## src/hdl/z80_dp_pkg.sv

```systemverilog
`default_nettype none

package z80_dp_pkg;

  // ------------------------------
  // widths
  // ------------------------------
  localparam int unsigned byte_w = 8;
  localparam int unsigned word_w = 16;

  typedef logic [byte_w-1:0] byte_t;
  typedef logic [word_w-1:0] word_t;

  // bit positions inside F
  localparam int unsigned S_BIT  = 7;
  localparam int unsigned Z_BIT  = 6;
  localparam int unsigned H_BIT  = 4;
  localparam int unsigned PV_BIT = 2;
  localparam int unsigned N_BIT  = 1;
  localparam int unsigned C_BIT  = 0;

  // ------------------------------
  // encoded control fields
  // ------------------------------
  // single byte registers, high byte of a pair on the even code
  typedef enum logic [2:0] {
    REG_B   = 3'd0,
    REG_C   = 3'd1,
    REG_D   = 3'd2,
    REG_E   = 3'd3,
    REG_H   = 3'd4,
    REG_L   = 3'd5,
    REG_SPH = 3'd6,
    REG_SPL = 3'd7
  } reg8_e;

  typedef enum logic [1:0] {
    PAIR_BC = 2'd0,
    PAIR_DE = 2'd1,
    PAIR_HL = 2'd2,
    PAIR_SP = 2'd3
  } pair_e;

  // same opcode feeds both ALUs
  typedef enum logic [3:0] {
    ALU_NOP    = 4'd0,
    ALU_INCR   = 4'd1,
    ALU_DECR   = 4'd2,
    ALU_ADD    = 4'd3,
    ALU_PASS_B = 4'd4,
    ALU_ADD_SE = 4'd5
  } alu_op_e;

  // internal data bus sources, EXT means nobody drives
  typedef enum logic [2:0] {
    DSRC_EXT   = 3'd0,
    DSRC_REG   = 3'd1,
    DSRC_ACC   = 3'd2,
    DSRC_FLAGS = 3'd3,
    DSRC_TEMP  = 3'd4,
    DSRC_ALU   = 3'd5
  } data_src_e;

  typedef enum logic [1:0] {
    ASRC_NONE = 2'd0,
    ASRC_MAR  = 2'd1,
    ASRC_ALU  = 2'd2
  } addr_src_e;

  // one 16-bit register seen as a word or as two bytes
  typedef union packed {
    word_t w;
    struct packed {
      byte_t hi;
      byte_t lo;
    } b;
  } reg_word_u;

endpackage

`default_nettype wire

```

## src/hdl/dp_bus_if.sv

```systemverilog
`default_nettype none

interface dp_bus_if;
  import z80_dp_pkg::*;

  // ------------------------------
  // shared buses
  // ------------------------------
  byte_t data_bus;
  word_t addr_bus;

  // register file read ports
  byte_t reg_byte;
  word_t reg_word;

  // accumulator and F register contents
  byte_t acc;
  byte_t flags;

  // ALU results and the flag words they would produce
  byte_t alu_byte;
  word_t alu_word;
  byte_t alu_flags_byte;
  byte_t alu_flags_word;

  // TEMP is the second operand of the word ALU
  byte_t temp;

  // ------------------------------
  // one view per module
  // ------------------------------
  modport regfile (
    input  data_bus,
    input  addr_bus,
    output reg_byte,
    output reg_word
  );

  modport alu (
    input  data_bus,
    input  reg_word,
    input  acc,
    input  flags,
    input  temp,
    output alu_byte,
    output alu_word,
    output alu_flags_byte,
    output alu_flags_word
  );

  modport acc_flags (
    input  data_bus,
    input  alu_flags_byte,
    input  alu_flags_word,
    output acc,
    output flags
  );

  modport bus (
    input  reg_byte,
    input  acc,
    input  flags,
    input  alu_byte,
    input  alu_word,
    output data_bus,
    output addr_bus,
    output temp
  );

endinterface

`default_nettype wire

```

## src/hdl/acc_flags.sv

```systemverilog
`default_nettype none

module acc_flags (
  input  wire logic              clk,
  input  wire logic              arst_n,
  input  wire logic              ld_a,
  input  wire logic              ld_f_byte,
  input  wire logic              ld_f_word,
  input  wire logic              ex_af,
  input  wire z80_dp_pkg::byte_t flag_set,
  input  wire z80_dp_pkg::byte_t flag_clr,
  dp_bus_if.acc_flags            bus
);
  import z80_dp_pkg::*;

  // ------------------------------
  // A, F and their shadows
  // ------------------------------
  byte_t a_q;
  byte_t f_q;
  byte_t a_s;
  byte_t f_s;

  byte_t f_next;
  logic  f_upd;

  // pick the ALU flag word, then force bits on top
  always_comb begin
    f_next = f_q;
    if (ld_f_byte) begin
      f_next = bus.alu_flags_byte;
    end else if (ld_f_word) begin
      f_next = bus.alu_flags_word;
    end
    // clear first, set last
    f_next = (f_next & ~flag_clr) | flag_set;
  end

  // any load or mask bit writes F
  assign f_upd = ld_f_byte | ld_f_word | (|flag_set) | (|flag_clr);

  always_ff @(posedge clk or negedge arst_n) begin
    if (!arst_n) begin
      a_q <= '0;
      f_q <= '0;
      a_s <= '0;
      f_s <= '0;
    end else if (ex_af) begin
      // exchange blocks every load in the same cycle
      a_q <= a_s;
      a_s <= a_q;
      f_q <= f_s;
      f_s <= f_q;
    end else begin
      if (ld_a) begin
        a_q <= bus.data_bus;
      end
      if (f_upd) begin
        f_q <= f_next;
      end
    end
  end

  assign bus.acc   = a_q;
  assign bus.flags = f_q;

  // ------------------------------
  // command checks
  // ------------------------------
  a_mask_overlap : assert property (@(posedge clk) disable iff (!arst_n)
    (flag_set & flag_clr) == '0);

  a_one_flag_src : assert property (@(posedge clk) disable iff (!arst_n)
    !(ld_f_byte && ld_f_word));

endmodule

`default_nettype wire

```

## src/flat_wrapper.sv

```systemverilog
// flat-port wrapper written by rule: the top's interface ports become plain ports
module acc_flags_flat import z80_dp_pkg::*;
  (clk, arst_n, ld_a, ld_f_byte, ld_f_word, ex_af, flag_set, flag_clr, bus_data_bus, bus_alu_flags_byte, bus_alu_flags_word, bus_acc, bus_flags);
  dp_bus_if bus_i ();
  input  wire logic clk;
  input  wire logic arst_n;
  input  wire logic ld_a;
  input  wire logic ld_f_byte;
  input  wire logic ld_f_word;
  input  wire logic ex_af;
  input  wire z80_dp_pkg::byte_t flag_set;
  input  wire z80_dp_pkg::byte_t flag_clr;
  input wire logic [$bits(bus_i.data_bus)-1:0] bus_data_bus;
  input wire logic [$bits(bus_i.alu_flags_byte)-1:0] bus_alu_flags_byte;
  input wire logic [$bits(bus_i.alu_flags_word)-1:0] bus_alu_flags_word;
  output wire logic [$bits(bus_i.acc)-1:0] bus_acc;
  output wire logic [$bits(bus_i.flags)-1:0] bus_flags;
  assign bus_i.data_bus = bus_data_bus;
  assign bus_i.alu_flags_byte = bus_alu_flags_byte;
  assign bus_i.alu_flags_word = bus_alu_flags_word;
  assign bus_acc = bus_i.acc;
  assign bus_flags = bus_i.flags;
  acc_flags u_core (.clk(clk), .arst_n(arst_n), .ld_a(ld_a), .ld_f_byte(ld_f_byte), .ld_f_word(ld_f_word), .ex_af(ex_af), .flag_set(flag_set), .flag_clr(flag_clr), .bus(bus_i));
endmodule
```

## config.mk

```make
export PLATFORM = sky130hd
export DESIGN_NAME = acc_flags_flat
export DESIGN_NICKNAME = d
export VERILOG_FILES = /design/src/hdl/z80_dp_pkg.sv /design/src/hdl/dp_bus_if.sv /design/src/hdl/acc_flags.sv /design/src/flat_wrapper.sv
export SDC_FILE = /design/constraint.sdc
export NUM_CORES = 1
export LEC_CHECK = 0
export ABC_AREA = 1
export BUFFER_PORTS_ARGS = -buffer_cell sky130_fd_sc_hd__buf_2
export CORE_ASPECT_RATIO = 0.8
export CORE_MARGIN = 10
export CORE_UTILIZATION = 50
export CTS_BUF_LIST = sky130_fd_sc_hd__clkbuf_8
export DETAILED_ROUTE_END_ITERATION = 10
export PLACE_DENSITY = 0.82
export SLEW_MARGIN = 30
export SYNTH_ARGS = -nofsm -noshare
export SYNTH_HDL_FRONTEND = slang
export SYNTH_SLANG_ARGS = --single-unit
export TNS_END_PERCENT = 30
```

## constraint.sdc

```tcl
create_clock -name clk -period 1.1 [get_ports clk]
set_input_delay 0.11 -clock clk [delete_from_list [all_inputs] [get_ports clk]]
set_output_delay 0.11 -clock clk [all_outputs]
set_load 0.01 [all_outputs]
```

==> metrics <==
maxcap violations 0; nets@finish 309; total congestion overflow 0; crit-path cells buf_2; HP Class input port to flip-flop; initial antenna violation count 0; layout cells sized above 1 31.8%; Routed WL 3930 um; Slew headroom 68.3%; number of synthesized register bits 32; fmax 1040 MHz; worst-path fanout max 3; commonest non-fill, non-tap cells in the layout nand2_1 (65), buf_2 (61), dfrtp_1 (32); post_cts resized 0; GR Util All Layers 13.6%; CP endpoint kind output port; period utilization 87.5%; yosys warns 0; hold buffers post-CTS 1; Mapped Area 0.00159 sq mm; commonest non-fill, non-tap cell in the layout nand2_1; Area Overhead vs Synth 26.6%; Die W 83.1 um; clock skew after layout 0.00151 ns; Mapped Cells 199; DP Cell Count 295; Setup Buffers After CTS 0; final setup fails 0; initial DRC count 105; critical path startpoint category flip-flop; crit path buf inv count 1; Worst-Margin Slew 0.475 ns; CTS tree done; CP Data Required Time 0.99 ns; synth top area cells dfrtp_1 (50%), nand2_1 (15%), nor2_1 (6.1%), a21oi_1 (4.7%), inv_1 (4.0%); vias per cell 4.75; Seq/Total Area, Yosys 50.3%; PwrDens 1450 mW/mm^2; Die Height 70.5 um; Arr. time, crit path 0.85 ns; Starting Density 52.0%; Tmin final 0.962 ns; outcome complete, no violations; H-Tree Level Count 2; total power 0.00292 W; total CTS buffers 5; R2R Setup Slk 0.19 ns; Peak VDD IR 0.783 mV; first-pass GRT wire length 6660 um; Clock transition at path regs 0.07 ns; Post-Layout Inst Area 0.00202 sq mm; average cell area after synthesis 8.00 sq um; Routed Antenna Nets 0; DRC 0; RSZ-0062 raised after global routing false; setup TNS 0 ns; Synth top area share 50.3%; WS Path Type flip-flop to output port; CP max stage delay 0.41 ns; Max Slew Vio Count 0; Port-buffer cells 61; Root Driver clkbuf_8; number of global-route vias before repair 1430; DP Area 0.00191 sq mm; clock latency on the worst-skew pair 0.28 ns; io pins 62; fin util 65.8%; core area 0.00306 sq mm; vias 1444; CP top delay family flip-flops; Syn Nets 245; Final Wtd Congestion 0.822; DRT Pass-1 Iters 4; die area 0.00586 sq mm; Clock Sinks 32; DP HPWL 2990 um; largest net degree at the start of global routing 33; cell taking the most area after synthesis dfrtp_1; diode count 0; count of final hold-check violations 0; post-synth cell types 19; CTS Buffer Depth 2; Finished Layout Cells 304; slowest CP cell dfrtp_1; leakage 1.09 nW; # rows 18; WL/cell 12.9 um
-- state kept, by name (all words and copies together), names as in the netlist --
| register | count |
|---|---|
| u_core.a_s | 8 |
| u_core.bus.acc | 8 |
| u_core.bus.flags | 8 |
| u_core.f_s | 8 |
-- kinds of logic (layout without fill, tap and decap cells) --
logic type             Yosys count  in the layout  share of synthesized area [%]
AOI/OAI and AO/OA               31             31                           12.1
buffers and inverters           28             93                           9.66
DFF                             32             32                           50.3
and+or+nand+nor                108            108                           28.0
-- metrics by stage --
step	hold slack, ns	setup slack [ns]
final	0.0584	0.138
after global routing	0.0743	0.0983
after floorplan	-0.186	0.195
after global placement	0.148	0.127
after CTS	0.0548	0.124
after detailed placement	0.152	0.0864
-- worst paths after layout --
| kind | from | end | cells after the start |
|---|---|---|---|
| setup / recovery | u_core.bus.acc[5] | bus_acc[5] | 1 |
| hold / removal | bus_data_bus[3] | u_core.bus.acc[3] | 3 |
| setup reg to reg | u_core.bus.flags[4] | u_core.bus.flags[4] | 3 |
| hold reg to reg | u_core.f_s[6] | u_core.f_s[6] | 2 |
| max in group asynchronous | arst_n | u_core.bus.flags[6] | 3 |
| min in group asynchronous | arst_n | u_core.bus.flags[4] | 3 |
-- report_power, final --
group	switching, W	internal (W)	total (W)
clock network	0.000435	0.000499	0.000934
registers	0.0000986	0.00133	0.00143
logic	0.000313	0.000250	0.000563
-- cells in the mapped netlist, drive strengths merged --
cell type	count
a21oi	15
buf	9
dfrtp	32
inv	19
nand2	65
nand3	8
nor2	26
nor3b	6
o211ai	1
o21ai	14
o22ai	1
or2	3
-- layout make-up --
type,instances,area (sq um)
multi-input cells,139,638
repair buffers,66,358
fillers,280,1050
clock inverters,2,10.0
flip-flops and latches,32,801
clock buffers,6,82.6
well taps,40,50.0
inverters,19,76.3
-- per-layer routing --
layer  GRT usage [%]  routed length (um)
met1            15.6                1680
met2            22.9                2000
met3            3.59                 186
met4            6.42                  63
met5               0                   0
No activity file was read; power rests on OpenSTA's default activity.
