[src/hdl/z80_dp_pkg.sv]
`default_nettype none

package z80_dp_pkg;

  // ------------------------------
  // widths
  // ------------------------------
  localparam int unsigned byte_w = 8;
  localparam int unsigned word_w = 16;

  typedef logic [byte_w-1:0] byte_t;
  typedef logic [word_w-1:0] word_t;

  // bit positions inside F
  localparam int unsigned S_BIT  = 7;
  localparam int unsigned Z_BIT  = 6;
  localparam int unsigned H_BIT  = 4;
  localparam int unsigned PV_BIT = 2;
  localparam int unsigned N_BIT  = 1;
  localparam int unsigned C_BIT  = 0;

  // ------------------------------
  // encoded control fields
  // ------------------------------
  // single byte registers, high byte of a pair on the even code
  typedef enum logic [2:0] {
    REG_B   = 3'd0,
    REG_C   = 3'd1,
    REG_D   = 3'd2,
    REG_E   = 3'd3,
    REG_H   = 3'd4,
    REG_L   = 3'd5,
    REG_SPH = 3'd6,
    REG_SPL = 3'd7
  } reg8_e;

  typedef enum logic [1:0] {
    PAIR_BC = 2'd0,
    PAIR_DE = 2'd1,
    PAIR_HL = 2'd2,
    PAIR_SP = 2'd3
  } pair_e;

  // same opcode feeds both ALUs
  typedef enum logic [3:0] {
    ALU_NOP    = 4'd0,
    ALU_INCR   = 4'd1,
    ALU_DECR   = 4'd2,
    ALU_ADD    = 4'd3,
    ALU_PASS_B = 4'd4,
    ALU_ADD_SE = 4'd5
  } alu_op_e;

  // internal data bus sources, EXT means nobody drives
  typedef enum logic [2:0] {
    DSRC_EXT   = 3'd0,
    DSRC_REG   = 3'd1,
    DSRC_ACC   = 3'd2,
    DSRC_FLAGS = 3'd3,
    DSRC_TEMP  = 3'd4,
    DSRC_ALU   = 3'd5
  } data_src_e;

  typedef enum logic [1:0] {
    ASRC_NONE = 2'd0,
    ASRC_MAR  = 2'd1,
    ASRC_ALU  = 2'd2
  } addr_src_e;

  // one 16-bit register seen as a word or as two bytes
  typedef union packed {
    word_t w;
    struct packed {
      byte_t hi;
      byte_t lo;
    } b;
  } reg_word_u;

endpackage

`default_nettype wire

[src/hdl/dp_bus_if.sv]
`default_nettype none

interface dp_bus_if;
  import z80_dp_pkg::*;

  // ------------------------------
  // shared buses
  // ------------------------------
  byte_t data_bus;
  word_t addr_bus;

  // register file read ports
  byte_t reg_byte;
  word_t reg_word;

  // accumulator and F register contents
  byte_t acc;
  byte_t flags;

  // ALU results and the flag words they would produce
  byte_t alu_byte;
  word_t alu_word;
  byte_t alu_flags_byte;
  byte_t alu_flags_word;

  // TEMP is the second operand of the word ALU
  byte_t temp;

  // ------------------------------
  // one view per module
  // ------------------------------
  modport regfile (
    input  data_bus,
    input  addr_bus,
    output reg_byte,
    output reg_word
  );

  modport alu (
    input  data_bus,
    input  reg_word,
    input  acc,
    input  flags,
    input  temp,
    output alu_byte,
    output alu_word,
    output alu_flags_byte,
    output alu_flags_word
  );

  modport acc_flags (
    input  data_bus,
    input  alu_flags_byte,
    input  alu_flags_word,
    output acc,
    output flags
  );

  modport bus (
    input  reg_byte,
    input  acc,
    input  flags,
    input  alu_byte,
    input  alu_word,
    output data_bus,
    output addr_bus,
    output temp
  );

endinterface

`default_nettype wire

[src/hdl/dp_alu.sv]
`default_nettype none

module dp_alu (
  input  wire z80_dp_pkg::alu_op_e alu_op,
  dp_bus_if.alu                    bus
);
  import z80_dp_pkg::*;

  // ------------------------------
  // shared arithmetic
  // ------------------------------
  // both ALUs run at word width, the byte path truncates afterwards
  function automatic word_t alu_calc(alu_op_e op, word_t a, word_t b, word_t b_se);
    word_t r;
    case (op)
      ALU_INCR:   r = a + word_t'(1);
      ALU_DECR:   r = a - word_t'(1);
      ALU_ADD:    r = a + b;
      ALU_PASS_B: r = b;
      ALU_ADD_SE: r = a + b_se;
      // NOP and unused codes pass A through
      default:    r = a;
    endcase
    return r;
  endfunction

  // only DECR touches a flag, PV marks a nonzero result
  function automatic byte_t pv_calc(alu_op_e op, byte_t f, logic is_zero);
    byte_t r;
    r = f;
    if (op == ALU_DECR) begin
      r[PV_BIT] = !is_zero;
    end
    return r;
  endfunction

  // ------------------------------
  // operands
  // ------------------------------
  word_t temp_zx;
  word_t temp_se;
  byte_t byte_res;
  word_t word_res;

  assign temp_zx = word_t'(bus.temp);
  assign temp_se = {{(word_w-byte_w){bus.temp[byte_w-1]}}, bus.temp};

  // byte ALU works on A and the data bus, i.e. data_in when data_src is EXT
  // sign extension within 8 bits changes nothing, so ADD_SE acts like ADD here
  assign byte_res = byte_t'(alu_calc(alu_op, word_t'(bus.acc),
                                     word_t'(bus.data_bus), word_t'(bus.data_bus)));

  // word ALU works on the selected pair and TEMP
  assign word_res = alu_calc(alu_op, bus.reg_word, temp_zx, temp_se);

  // ------------------------------
  // results
  // ------------------------------
  assign bus.alu_byte       = byte_res;
  assign bus.alu_word       = word_res;
  assign bus.alu_flags_byte = pv_calc(alu_op, bus.flags, byte_res == '0);
  assign bus.alu_flags_word = pv_calc(alu_op, bus.flags, word_res == '0);

endmodule

`default_nettype wire

[src/flat_wrapper.sv]
// flat-port wrapper written by rule: the top's interface ports become plain ports
module dp_alu_flat import z80_dp_pkg::*;
  (alu_op, bus_data_bus, bus_reg_word, bus_acc, bus_flags, bus_temp, bus_alu_byte, bus_alu_word, bus_alu_flags_byte, bus_alu_flags_word);
  dp_bus_if bus_i ();
  input  wire z80_dp_pkg::alu_op_e alu_op;
  input wire logic [$bits(bus_i.data_bus)-1:0] bus_data_bus;
  input wire logic [$bits(bus_i.reg_word)-1:0] bus_reg_word;
  input wire logic [$bits(bus_i.acc)-1:0] bus_acc;
  input wire logic [$bits(bus_i.flags)-1:0] bus_flags;
  input wire logic [$bits(bus_i.temp)-1:0] bus_temp;
  output wire logic [$bits(bus_i.alu_byte)-1:0] bus_alu_byte;
  output wire logic [$bits(bus_i.alu_word)-1:0] bus_alu_word;
  output wire logic [$bits(bus_i.alu_flags_byte)-1:0] bus_alu_flags_byte;
  output wire logic [$bits(bus_i.alu_flags_word)-1:0] bus_alu_flags_word;
  assign bus_i.data_bus = bus_data_bus;
  assign bus_i.reg_word = bus_reg_word;
  assign bus_i.acc = bus_acc;
  assign bus_i.flags = bus_flags;
  assign bus_i.temp = bus_temp;
  assign bus_alu_byte = bus_i.alu_byte;
  assign bus_alu_word = bus_i.alu_word;
  assign bus_alu_flags_byte = bus_i.alu_flags_byte;
  assign bus_alu_flags_word = bus_i.alu_flags_word;
  dp_alu u_core (.alu_op(alu_op), .bus(bus_i));
endmodule
[config.mk]
export PLATFORM = sky130hd
export DESIGN_NAME = dp_alu_flat
export DESIGN_NICKNAME = d
export VERILOG_FILES = /design/src/hdl/z80_dp_pkg.sv /design/src/hdl/dp_bus_if.sv /design/src/hdl/dp_alu.sv /design/src/flat_wrapper.sv
export SDC_FILE = /design/constraint.sdc
export NUM_CORES = 1
export LEC_CHECK = 0
export BUFFER_PORTS_ARGS = -buffer_cell sky130_fd_sc_hd__clkbuf_2
export CAP_MARGIN = 30
export CORE_MARGIN = 2
export CORE_UTILIZATION = 30
export DETAILED_ROUTE_END_ITERATION = 8
export GPL_TIMING_DRIVEN = 0
export PLACE_DENSITY = 0.7
export SYNTH_ARGS = -nofsm -noshare
export SYNTH_HDL_FRONTEND = slang
export SYNTH_SLANG_ARGS = --single-unit
[constraint.sdc]
create_clock -name vclk -period 3.2
set_input_delay 0.16 -clock vclk [all_inputs]
set_output_delay 0.16 -clock vclk [all_outputs]
set_load 0.05 [all_outputs]
==> results.sh <==
export IMPL_seq_cell_count=0
export IMPL_post_synth_instance_area_mm2=0.00189
export IMPL_placed_area_mm2=0.00255
export IMPL_required_ns=3.04
export IMPL_top_layer="met4"
export IMPL_layout_area_seq_um2=0
export IMPL_synth_mux_area_frac=0.00531
export IMPL_met3_length_um=462
export IMPL_synth_xor_area_share=0.0883
export IMPL_numPlacedInstances=425
export IMPL_place_gp_congestion=0.859
export IMPL_fin_area_mm2=0.00316
export IMPL_fp_coreArea_mm2=0.00599
export IMPL_ys_seq_area_frac=0
export IMPL_drc_errors=0
export IMPL_max_freq_ghz=0.287
export IMPL_nets=455
export IMPL_endpoint_kind="output port"
export IMPL_finalCritPeriodShare=1.09
export IMPL_synth_largest_area_cell="ha_1"
export IMPL_cp_max_fo=8
export IMPL_ys_warn_count=0
export IMPL_hp_class="in -> out"
export IMPL_wl_met1_um=2810
export IMPL_ys_top_cells_by_area="ha_1 (15%), xnor2_1 (8.4%), nand2_1 (8.2%), buf_4 (5.6%), a21oi_1 (4.8%)"
export IMPL_worstHoldStart="bus_flags[0]"
export IMPL_p_total_uw=711
export IMPL_dp_slack_ns=-0.829
export IMPL_fin_tns_setup_ns=-0.534
export IMPL_finalHoldViolations=0
export IMPL_wl_per_cell_um=15.3
export IMPL_drive_above_1_share=0.528
export IMPL_crit_chain="buf_12 > or3b_4 > nor2_4 > inv_4 > clkbuf_16 > nand2_4 > ha_4 > a211oi_4 > o21ai_2 > a221o_2 > a311oi_2 > xnor2_2 > o21ai_4 > nor4_4 > a31oi_4 > buf_8"
export IMPL_ant_nets=0
export IMPL_status="finished, violations left"
export IMPL_io_buffers=82
export IMPL_critPathKind="in -> out"
export IMPL_synth_cell_types=59
export IMPL_worst_path_buf_inv=4
export IMPL_cap_violations=0
export IMPL_synth_compound_area_share=0.354
export IMPL_antenna_found_initial=0
export IMPL_synth_top_area_frac=0.146
export IMPL_die_y_um=83.3
export IMPL_die_x_um=83.3
export IMPL_viasPerCell=5.48
export IMPL_ios=92
export IMPL_start_util=0.315
export IMPL_clockBufferCount=0
export IMPL_critPathArrivalTime_ns=3.32
export IMPL_drt_iter0_drc=138
export IMPL_grt_max_degree=11
export IMPL_multi_input_area_mm2=0.00206
export IMPL_overflow=0
export IMPL_synth_simple_area_share=0.255
export IMPL_min_period_ns=3.48
export IMPL_rows=28
export IMPL_cp_num_cells=16
export IMPL_synth_top_family_by_area="compound AO/OA/AOI/OAI gates"
export IMPL_leakagePower_nw=1.53
export IMPL_crit_slowest_cell="or3b_4"
export IMPL_holdPathEnd="bus_alu_flags_byte[0]"
export IMPL_vias=2479
export IMPL_syn_num_nets=344
export IMPL_finalNonFillerCells=452
export IMPL_die_area_mm2=0.00694
export IMPL_worst_ir_drop_vdd_v=0.000134
export IMPL_power_density_mw_per_mm2=225
export IMPL_fillers=561
export IMPL_synth_cells=268
export IMPL_slowest_delay_ns=0.41
export IMPL_path_delay_family="compound AO/OA/AOI/OAI gates"
export IMPL_grt_pass1_vias=2447
export IMPL_num_antenna_cells=0
export IMPL_violations="setup timing"
export IMPL_rsz0062_at_grt="yes"
export IMPL_synth_area_per_cell_um2=7.04
export IMPL_tightest_slew_ns=0.973
export IMPL_grt_usage=0.187
export IMPL_grt_pass1_wl_um=11200
export IMPL_wl_met2_um=3490
export IMPL_min_path_cells=2
export IMPL_dr_pass1_iters=6
export IMPL_dp_hpwl_um=5040
export IMPL_routed_wl_um=6910
export IMPL_maxSlewViolCount=0
export IMPL_syn2layout_area_growth_pct=67.7
export IMPL_synth_adder_area_share=0.167
export IMPL_setup_viol=4
export IMPL_setup_ws_ns=-0.284
export IMPL_start_kind="input pin"
export IMPL_max_slew_margin=0.346
## cell families after synthesis
logic type,after synthesis
xor+xnor,19
simple gates,91
mux,1
compound gates,88
buf+inv,45
fa+ha+maj,24
## power breakdown
group / switching, mW / internal [mW]
logic: 0.440 / 0.272
clock network: 0 / 0
registers: 0 / 0
## how the worst max path moves through the flow
stage	slack [ns]	end	start
5_1_grt	-0.37	bus_alu_flags_word[2]	alu_op[2]
2_1_floorplan	-0.39	bus_alu_flags_word[2]	alu_op[1]
3_3_place_gp	-0.84	bus_alu_flags_word[2]	alu_op[1]
6_report	-0.28	bus_alu_flags_word[2]	alu_op[2]
4_1_cts	-0.25	bus_alu_flags_word[2]	alu_op[2]
3_5_place_dp	-0.83	bus_alu_flags_word[2]	alu_op[1]
## Yosys cell counts, drive strengths merged (2+ instances only)
cell type,n
a222oi,6
inv,21
buf,19
nor2b,4
nand2,41
o211a,2
nor4,2
nor2,9
nand2b,3
nor3,7
a221oi,4
nor4b,3
a21oi,18
a2111o,2
a22o,2
a211oi,4
a221o,2
a21boi,2
nand4b,2
ha,22
o21bai,4
a2111oi,2
clkbuf,5
a22oi,9
a21o,9
and3,4
xnor2,18
o21ai,13
o31ai,2
nand3,12
fa,2
## area by class of cell
cell class                      count  area share
Buffer                             24      0.0732
Inverter                           21      0.0257
Multi-Input combinational cell    223       0.651
Tap cell                           75      0.0297
Timing Repair Buffer              109       0.220
## placed cells by master (no fill, tap or decap), types with 3 or more instances in the layout
master	n
inv_1	17
a21oi_2	4
nand2_4	4
nand2b_1	3
nor3_1	6
nor2_1	6
buf_12	4
clkbuf_2	72
ha_1	15
xnor2_1	16
ha_4	6
o21ai_1	3
a22oi_1	8
clkbuf_1	3
a211oi_4	3
nand2_1	32
o21ai_2	6
a21oi_1	13
nor2b_1	4
a21o_1	8
o21ai_4	3
buf_6	5
a222oi_1	6
o21bai_1	4
clkbuf_4	3
nand3_1	11
inv_2	3
nand2_2	4
buf_4	39
## stage by stage
| step | hold WS [ns] | utilization |
|---|---|---|
| 3_5_place_dp | 0.648 | 0.425 |
| 5_1_grt | 0.649 | 0.528 |
| 4_1_cts | 0.648 | 0.501 |
| 2_1_floorplan | 0.487 | - |
| 3_3_place_gp | 0.648 | 0.425 |
| 6_report | 0.647 | 0.528 |
## layer usage
layer	vias up	GRT usage
li1	1207	-
met1	1152	0.224
met2	105	0.357
met3	15	0.0179
met4	0	0.0402
met5	-	0
## what timing repair did
action / in CTS / in global routing
buffers inserted: 20 / 7
resized for setup: 53 / 38
gates cloned: 0 / 0
setup endpoints to repair: 10 / 9
pin swaps: 26 / 22
hold buffers: 0 / 0
Note: power is estimated with default switching activity, not from simulation.
