[src/hdl/z80_dp_pkg.sv]
`default_nettype none

package z80_dp_pkg;

  // ------------------------------
  // widths
  // ------------------------------
  localparam int unsigned byte_w = 8;
  localparam int unsigned word_w = 16;

  typedef logic [byte_w-1:0] byte_t;
  typedef logic [word_w-1:0] word_t;

  // bit positions inside F
  localparam int unsigned S_BIT  = 7;
  localparam int unsigned Z_BIT  = 6;
  localparam int unsigned H_BIT  = 4;
  localparam int unsigned PV_BIT = 2;
  localparam int unsigned N_BIT  = 1;
  localparam int unsigned C_BIT  = 0;

  // ------------------------------
  // encoded control fields
  // ------------------------------
  // single byte registers, high byte of a pair on the even code
  typedef enum logic [2:0] {
    REG_B   = 3'd0,
    REG_C   = 3'd1,
    REG_D   = 3'd2,
    REG_E   = 3'd3,
    REG_H   = 3'd4,
    REG_L   = 3'd5,
    REG_SPH = 3'd6,
    REG_SPL = 3'd7
  } reg8_e;

  typedef enum logic [1:0] {
    PAIR_BC = 2'd0,
    PAIR_DE = 2'd1,
    PAIR_HL = 2'd2,
    PAIR_SP = 2'd3
  } pair_e;

  // same opcode feeds both ALUs
  typedef enum logic [3:0] {
    ALU_NOP    = 4'd0,
    ALU_INCR   = 4'd1,
    ALU_DECR   = 4'd2,
    ALU_ADD    = 4'd3,
    ALU_PASS_B = 4'd4,
    ALU_ADD_SE = 4'd5
  } alu_op_e;

  // internal data bus sources, EXT means nobody drives
  typedef enum logic [2:0] {
    DSRC_EXT   = 3'd0,
    DSRC_REG   = 3'd1,
    DSRC_ACC   = 3'd2,
    DSRC_FLAGS = 3'd3,
    DSRC_TEMP  = 3'd4,
    DSRC_ALU   = 3'd5
  } data_src_e;

  typedef enum logic [1:0] {
    ASRC_NONE = 2'd0,
    ASRC_MAR  = 2'd1,
    ASRC_ALU  = 2'd2
  } addr_src_e;

  // one 16-bit register seen as a word or as two bytes
  typedef union packed {
    word_t w;
    struct packed {
      byte_t hi;
      byte_t lo;
    } b;
  } reg_word_u;

endpackage

`default_nettype wire

[src/hdl/dp_bus_if.sv]
`default_nettype none

interface dp_bus_if;
  import z80_dp_pkg::*;

  // ------------------------------
  // shared buses
  // ------------------------------
  byte_t data_bus;
  word_t addr_bus;

  // register file read ports
  byte_t reg_byte;
  word_t reg_word;

  // accumulator and F register contents
  byte_t acc;
  byte_t flags;

  // ALU results and the flag words they would produce
  byte_t alu_byte;
  word_t alu_word;
  byte_t alu_flags_byte;
  byte_t alu_flags_word;

  // TEMP is the second operand of the word ALU
  byte_t temp;

  // ------------------------------
  // one view per module
  // ------------------------------
  modport regfile (
    input  data_bus,
    input  addr_bus,
    output reg_byte,
    output reg_word
  );

  modport alu (
    input  data_bus,
    input  reg_word,
    input  acc,
    input  flags,
    input  temp,
    output alu_byte,
    output alu_word,
    output alu_flags_byte,
    output alu_flags_word
  );

  modport acc_flags (
    input  data_bus,
    input  alu_flags_byte,
    input  alu_flags_word,
    output acc,
    output flags
  );

  modport bus (
    input  reg_byte,
    input  acc,
    input  flags,
    input  alu_byte,
    input  alu_word,
    output data_bus,
    output addr_bus,
    output temp
  );

endinterface

`default_nettype wire

[src/hdl/dp_regfile.sv]
`default_nettype none

module dp_regfile (
  input  wire logic              clk,
  input  wire logic              arst_n,
  input  wire z80_dp_pkg::reg8_e reg_sel,
  input  wire z80_dp_pkg::pair_e pair_sel,
  input  wire logic              ld_byte,
  input  wire logic              ld_pair,
  input  wire logic              exx,
  input  wire logic              ex_de_hl,
  dp_bus_if.regfile              bus
);
  import z80_dp_pkg::*;

  // ------------------------------
  // register storage
  // ------------------------------
  // main set
  reg_word_u bc;
  reg_word_u de;
  reg_word_u hl;
  // stack pointer has no shadow
  reg_word_u sp;
  // alternate set, only reachable through exx
  reg_word_u bc_s;
  reg_word_u de_s;
  reg_word_u hl_s;

  // ------------------------------
  // update
  // ------------------------------
  // exchanges win over loads, exx wins over ex de,hl
  always_ff @(posedge clk or negedge arst_n) begin
    if (!arst_n) begin
      bc   <= '0;
      de   <= '0;
      hl   <= '0;
      sp   <= '0;
      bc_s <= '0;
      de_s <= '0;
      hl_s <= '0;
    end else if (exx) begin
      // all three pairs trade places with their shadows in one edge
      bc   <= bc_s;
      de   <= de_s;
      hl   <= hl_s;
      bc_s <= bc;
      de_s <= de;
      hl_s <= hl;
    end else if (ex_de_hl) begin
      de <= hl;
      hl <= de;
    end else if (ld_pair) begin
      // whole pair from the address bus
      case (pair_sel)
        PAIR_BC: bc.w <= bus.addr_bus;
        PAIR_DE: de.w <= bus.addr_bus;
        PAIR_HL: hl.w <= bus.addr_bus;
        PAIR_SP: sp.w <= bus.addr_bus;
        default: ;
      endcase
    end else if (ld_byte) begin
      // one byte from the data bus, the other half keeps its value
      case (reg_sel)
        REG_B:   bc.b.hi <= bus.data_bus;
        REG_C:   bc.b.lo <= bus.data_bus;
        REG_D:   de.b.hi <= bus.data_bus;
        REG_E:   de.b.lo <= bus.data_bus;
        REG_H:   hl.b.hi <= bus.data_bus;
        REG_L:   hl.b.lo <= bus.data_bus;
        REG_SPH: sp.b.hi <= bus.data_bus;
        REG_SPL: sp.b.lo <= bus.data_bus;
        default: ;
      endcase
    end
  end

  // ------------------------------
  // read muxes
  // ------------------------------
  // byte port feeds the data bus mux in bus_drive
  always_comb begin
    bus.reg_byte = '0;
    case (reg_sel)
      REG_B:   bus.reg_byte = bc.b.hi;
      REG_C:   bus.reg_byte = bc.b.lo;
      REG_D:   bus.reg_byte = de.b.hi;
      REG_E:   bus.reg_byte = de.b.lo;
      REG_H:   bus.reg_byte = hl.b.hi;
      REG_L:   bus.reg_byte = hl.b.lo;
      REG_SPH: bus.reg_byte = sp.b.hi;
      REG_SPL: bus.reg_byte = sp.b.lo;
      default: ;
    endcase
  end

  // word port is the first operand of the 16-bit ALU
  always_comb begin
    bus.reg_word = '0;
    case (pair_sel)
      PAIR_BC: bus.reg_word = bc.w;
      PAIR_DE: bus.reg_word = de.w;
      PAIR_HL: bus.reg_word = hl.w;
      PAIR_SP: bus.reg_word = sp.w;
      default: ;
    endcase
  end

  // ------------------------------
  // command checks
  // ------------------------------
  // only one bus may feed the file per cycle
  a_byte_pair_excl : assert property (@(posedge clk) disable iff (!arst_n)
    !(ld_byte && ld_pair));

  // an exchange would silently drop a load in the same cycle
  a_xchg_no_load : assert property (@(posedge clk) disable iff (!arst_n)
    (exx || ex_de_hl) |-> !(ld_byte || ld_pair));

endmodule

`default_nettype wire

[src/flat_wrapper.sv]
// flat-port wrapper written by rule: the top's interface ports become plain ports
module dp_regfile_flat import z80_dp_pkg::*;
  (clk, arst_n, reg_sel, pair_sel, ld_byte, ld_pair, exx, ex_de_hl, bus_data_bus, bus_addr_bus, bus_reg_byte, bus_reg_word);
  dp_bus_if bus_i ();
  input  wire logic clk;
  input  wire logic arst_n;
  input  wire z80_dp_pkg::reg8_e reg_sel;
  input  wire z80_dp_pkg::pair_e pair_sel;
  input  wire logic ld_byte;
  input  wire logic ld_pair;
  input  wire logic exx;
  input  wire logic ex_de_hl;
  input wire logic [$bits(bus_i.data_bus)-1:0] bus_data_bus;
  input wire logic [$bits(bus_i.addr_bus)-1:0] bus_addr_bus;
  output wire logic [$bits(bus_i.reg_byte)-1:0] bus_reg_byte;
  output wire logic [$bits(bus_i.reg_word)-1:0] bus_reg_word;
  assign bus_i.data_bus = bus_data_bus;
  assign bus_i.addr_bus = bus_addr_bus;
  assign bus_reg_byte = bus_i.reg_byte;
  assign bus_reg_word = bus_i.reg_word;
  dp_regfile u_core (.clk(clk), .arst_n(arst_n), .reg_sel(reg_sel), .pair_sel(pair_sel), .ld_byte(ld_byte), .ld_pair(ld_pair), .exx(exx), .ex_de_hl(ex_de_hl), .bus(bus_i));
endmodule
[config.mk]
export PLATFORM = sky130hd
export DESIGN_NAME = dp_regfile_flat
export DESIGN_NICKNAME = d
export VERILOG_FILES = /design/src/hdl/z80_dp_pkg.sv /design/src/hdl/dp_bus_if.sv /design/src/hdl/dp_regfile.sv /design/src/flat_wrapper.sv
export SDC_FILE = /design/constraint.sdc
export NUM_CORES = 1
export LEC_CHECK = 0
export ABC_CLOCK_PERIOD_IN_PS = 1600
export BUFFER_PORTS_ARGS = -buffer_cell sky130_fd_sc_hd__buf_2
export CELL_PAD_IN_SITES_DETAIL_PLACEMENT = 1
export CELL_PAD_IN_SITES_GLOBAL_PLACEMENT = 1
export CORE_ASPECT_RATIO = 0.8
export CORE_UTILIZATION = 45
export DETAILED_ROUTE_END_ITERATION = 16
export PLACE_DENSITY_LB_ADDON = 0.1
export SYNTH_ARGS = -nofsm -noshare
export SYNTH_HDL_FRONTEND = slang
export SYNTH_SLANG_ARGS = --single-unit
export TNS_END_PERCENT = 50
[constraint.sdc]
create_clock -name clk -period 1.6 [get_ports clk]
set_input_delay 0.16 -clock clk [delete_from_list [all_inputs] [get_ports clk]]
set_output_delay 0.16 -clock clk [all_outputs]
set_load 0.02 [all_outputs]
==> qor.log <==
INFO  sta            hold_viol=0
INFO  min_path       holdCritPathClass=input pin to flip-flop
INFO  clock_network  cts_buffer_depth=2
INFO  placed_design  detailedPlace.worstSlack=-0.0876ns
INFO  yosys          ys_warn_count=0
INFO  routing        routed-via-count=5292
INFO  yosys          synth_enable_flop_cells=0
INFO  floorplan      fp-row-count=38
INFO  sta            final_critical_path_setup_slack=-0.252ns
INFO  routing        routed-wl-met2=9.28mm
INFO  routing        vias_per_cell=5.94
INFO  pwr            vdd_ir_drop_max=790uV
INFO  routing        route.antenna.remaining_nets=0
INFO  global_routing first_global_vias=5577
INFO  sta            clock.fmax=540MHz
INFO  clock_network  clk_pin_slew_worst_paths=0.08ns
INFO  yosys          ys_ff_latch=112
INFO  final_layout   final_layout_size_suffix_gt1_share=37.0%
INFO  pwr            power_frac_clock=25.2%
INFO  sta            clock_skew=0.00511ns
INFO  yosys          synth_cell_types=45
INFO  sta            timing.hold.ws=0.186ns
INFO  floorplan      core_region_area=13700um^2
INFO  yosys          mappedNetlistArea=6360um^2
INFO  routing        drt_iter0_markers=347
INFO  routing        post_route_met1_wirelength=9.21mm
INFO  clock_network  clock_sinks=112
INFO  worst_setup_path timing.critical_path.required=1.44ns
INFO  routing        detail_route.drc_violations=0
INFO  yosys          synth_top_cell_by_area=sky130_fd_sc_hd__dfrtp_1
INFO  clock_network  worstSkewPairLatency=0.36ns
INFO  global_routing grt_start_max_net_pins=86
INFO  sta            grt_setup_unrepaired=true
INFO  flow_run       max_cap_violations=0
INFO  sta            final_min_period_over_clock_period=116%
INFO  floorplan      fp.dieH=108um
INFO  yosys          synthArstFlopShare=100%
INFO  yosys          synthDominantCellAreaShare=44.0%
INFO  pwr            switching_power=3.19mW
INFO  floorplan      floorplan.die.width=135um
INFO  clock_network  numCtsBuffers=9
INFO  pwr            leakage_power_figure=3.40nW
INFO  status         violated_checks=setup timing
INFO  yosys          netlist_instances=602
INFO  routing        totalWireLength=19.8mm
INFO  worst_setup_path cp_data_arrival_time=1.69ns
INFO  worst_setup_path setup.worst_path.start_class=flip-flop
INFO  global_routing grt_use_total=28.8%
INFO  yosys          synthFlopType=sky130_fd_sc_hd__dfrtp_1
INFO  global_routing grt_overflow=0
INFO  sta            worst_slew_pin_slew=0.417ns
INFO  yosys          synthesis.area_per_instance=10.6um^2
INFO  worst_setup_path worstSetupPathType=flip-flop to primary output
INFO  placed_design  dp.final_hpwl=13.8mm
INFO  yosys          synthesis.nets=637
INFO  final_layout   num-nets-final=741
INFO  floorplan      die_area=14600um^2
INFO  status         result_of_the_run=finished, violations left
INFO  worst_setup_path cp-end-kind=primary output
INFO  routing        drtPass1Iterations=4
INFO  sta            relSlewSlack=71.4%
INFO  routing        met3_length=877um
INFO  final_layout   count_of_antenna_diodes_in_the_layout=0
INFO  sta            final_period_minus_worst_setup_slack=1.85ns
INFO  placed_design  placement.io_buffers=58
INFO  routing        maxUsedRoutingLayer=met4
INFO  floorplan      num_io_pins=59
INFO  yosys          ys_seq_area_share=44.0%
INFO  final_layout   synthToLayoutAreaGrowth=23.7%
INFO  worst_setup_path crit_fanout=2
INFO  pwr            power.density_cell_area=1220nW/um^2
INFO  global_routing number_of_antenna_violations_at_the_first_check_in_global_routing=1
INFO  pwr            sw_share=33.2%
INFO  placed_design  finalWeightedCongestion=0.826
INFO  sta            report.final.setup_viol=24
INFO  clock_network  cts_max_level=3
INFO  pwr            total_internal_power=6.42mW
INFO  pwr            comb_power_share=31.5%
INFO  clock_network  clk_root_buffer_cell=sky130_fd_sc_hd__clkbuf_16
INFO  global_routing first_pass_grt_wire_length=31.1mm
INFO  pwr            sequential_cell_fraction_of_total_power=43.3%
INFO  yosys          synthTopCellsByArea=sky130_fd_sc_hd__dfrtp_1 (44%), sky130_fd_sc_hd__mux2_2 (9.6%), sky130_fd_sc_hd__mux4_2 (6.4%)
INFO  sta            report.final.slew_viol_count=0
INFO  clock_network  clock_tree_from_tritoncts=yes
INFO  routing        detail_route.wl_per_cell=22.2um
INFO  floorplan      floorplan.initialDensity=46.5%
layout by cell type (no fill, tap or decap), types with 6 or more instances in the layout:
cell type	synthesis	final
sky130_fd_sc_hd__dfrtp_1	112	103
sky130_fd_sc_hd__a21oi_1	73	73
sky130_fd_sc_hd__buf_4	3	63
sky130_fd_sc_hd__mux2_2	54	53
sky130_fd_sc_hd__nor2_1	50	50
sky130_fd_sc_hd__buf_2	13	44
sky130_fd_sc_hd__nor2b_1	40	40
sky130_fd_sc_hd__nand2_1	34	34
sky130_fd_sc_hd__a211oi_1	34	32
sky130_fd_sc_hd__buf_6	9	21
sky130_fd_sc_hd__mux4_2	18	18
sky130_fd_sc_hd__o21ai_1	8	17
sky130_fd_sc_hd__mux2i_1	16	16
sky130_fd_sc_hd__buf_12	0	14
sky130_fd_sc_hd__nand3b_1	12	12
sky130_fd_sc_hd__o21ai_0	20	10
sky130_fd_sc_hd__clkbuf_16	0	9
sky130_fd_sc_hd__dfrtp_2	0	9
sky130_fd_sc_hd__a21o_1	8	8
sky130_fd_sc_hd__a22o_1	7	7
sky130_fd_sc_hd__o311ai_0	6	6
critical path, cell delays in order (launching register included):
cell and delay [ns]:
sky130_fd_sc_hd__dfrtp_1 0.42, sky130_fd_sc_hd__mux4_2 0.47, sky130_fd_sc_hd__mux2_4 0.30, sky130_fd_sc_hd__buf_6 0.14
cells in the mapped netlist (all sizes together), types with 4 or more instances:
cell    number
dfrtp      112
a21oi       77
mux2        54
nor2        53
nor2b       40
a211oi      34
nand2       34
buf         28
o21ai       28
clkbuf      22
mux4        18
mux2i       16
nand3b      12
a21o         8
o311ai       8
a22o         7
nand2b       7
inv          6
o22ai        5
o32ai        5
a32oi        4
nor3         4
nor3b        4
layer usage:
layer	vias to the layer above	track usage, %
met4	0	10.4
met3	31	5.34
met2	134	45.0
met1	2700	40.0
met5	-	0
li1	2427	-
stage by stage:
step	utilization (%)	std cells	total power, mW	setup TNS [ns]	cell area, um^2
after floorplan	-	602	5.72	0	6360
after global placement	53.1	855	6.66	0	7270
after detailed placement	53.1	855	6.84	-0.467	7270
after CTS	56.8	886	9.50	-3.10	7770
after global routing	57.5	891	10.1	-3.75	7880
final	57.5	891	9.60	-2.85	7880
area by class of cell:
cell class / instances / area (um^2)
fillers: 1498 / 5820
multi-input cells: 434 / 3280
flip-flops and latches: 112 / 2810
repair buffers: 143 / 1220
clock buffers: 10 / 239
well taps: 180 / 225
clock inverters: 6 / 72.6
inverters: 6 / 22.5
registers in the layout (all words and copies together) (netlist names):
signal,flops
u_core.hl,16
u_core.sp,16
u_core.de,16
u_core.hl_s,16
u_core.bc_s,16
u_core.de_s,16
u_core.bc,16
final timing paths:
path / start / to / slack [ns] / cells past startpoint
max: u_core.hl[6]$_DFFE_PN0P_ / bus_reg_byte[6] / -0.25 / 3
min: exx / u_core.bc_s[1]$_DFFE_PN0P_ / 0.19 / 2
max reg2reg: u_core.de[4]$_DFFE_PN0P_ / u_core.hl[4]$_DFFE_PN0P_ / 0.33 / 6
min reg2reg: u_core.bc_s[15]$_DFFE_PN0P_ / u_core.bc[15]$_DFFE_PN0P_ / 0.50 / 2
max in group asynchronous: arst_n / u_core.de[11]$_DFFE_PN0P_ / 0.70 / 3
min in group asynchronous: arst_n / u_core.hl_s[2]$_DFFE_PN0P_ / 0.27 / 2
logic make-up (layout without fill, tap and decap cells):
kind of cell           Yosys count  after routing  synth area share, %
AO/OA/AOI/OAI                  182            182                 19.1
flip-flops                     112            112                 44.0
AND/OR/NAND/NOR                164            164                 13.7
buffers and inverters           56            165                 4.80
multiplexers                    88             88                 18.4
what timing repair did:
| item | CTS | global route |
|---|---|---|
| resized for setup | 35 | 22 |
| setup buffers | 14 | 5 |
| hold buffers | 1 | 0 |
| pin swaps | 3 | 1 |
| endpoints found under the setup margin | 23 | 24 |
| cloned | 0 | 0 |
| endpoints found under the hold margin | 26 | 0 |
power by group through the flow:
stage | sequential (mW) | clock (mW) | combinational [mW]
2_1_floorplan | 3.98 | 0 | 1.75
3_5_place_dp | 4.21 | 0 | 2.63
4_1_cts | 4.14 | 2.47 | 2.90
5_1_grt | 4.24 | 2.56 | 3.27
3_3_place_gp | 4.15 | 0 | 2.52
6_report | 4.16 | 2.42 | 3.03
Power figures use the tool's default switching activity.
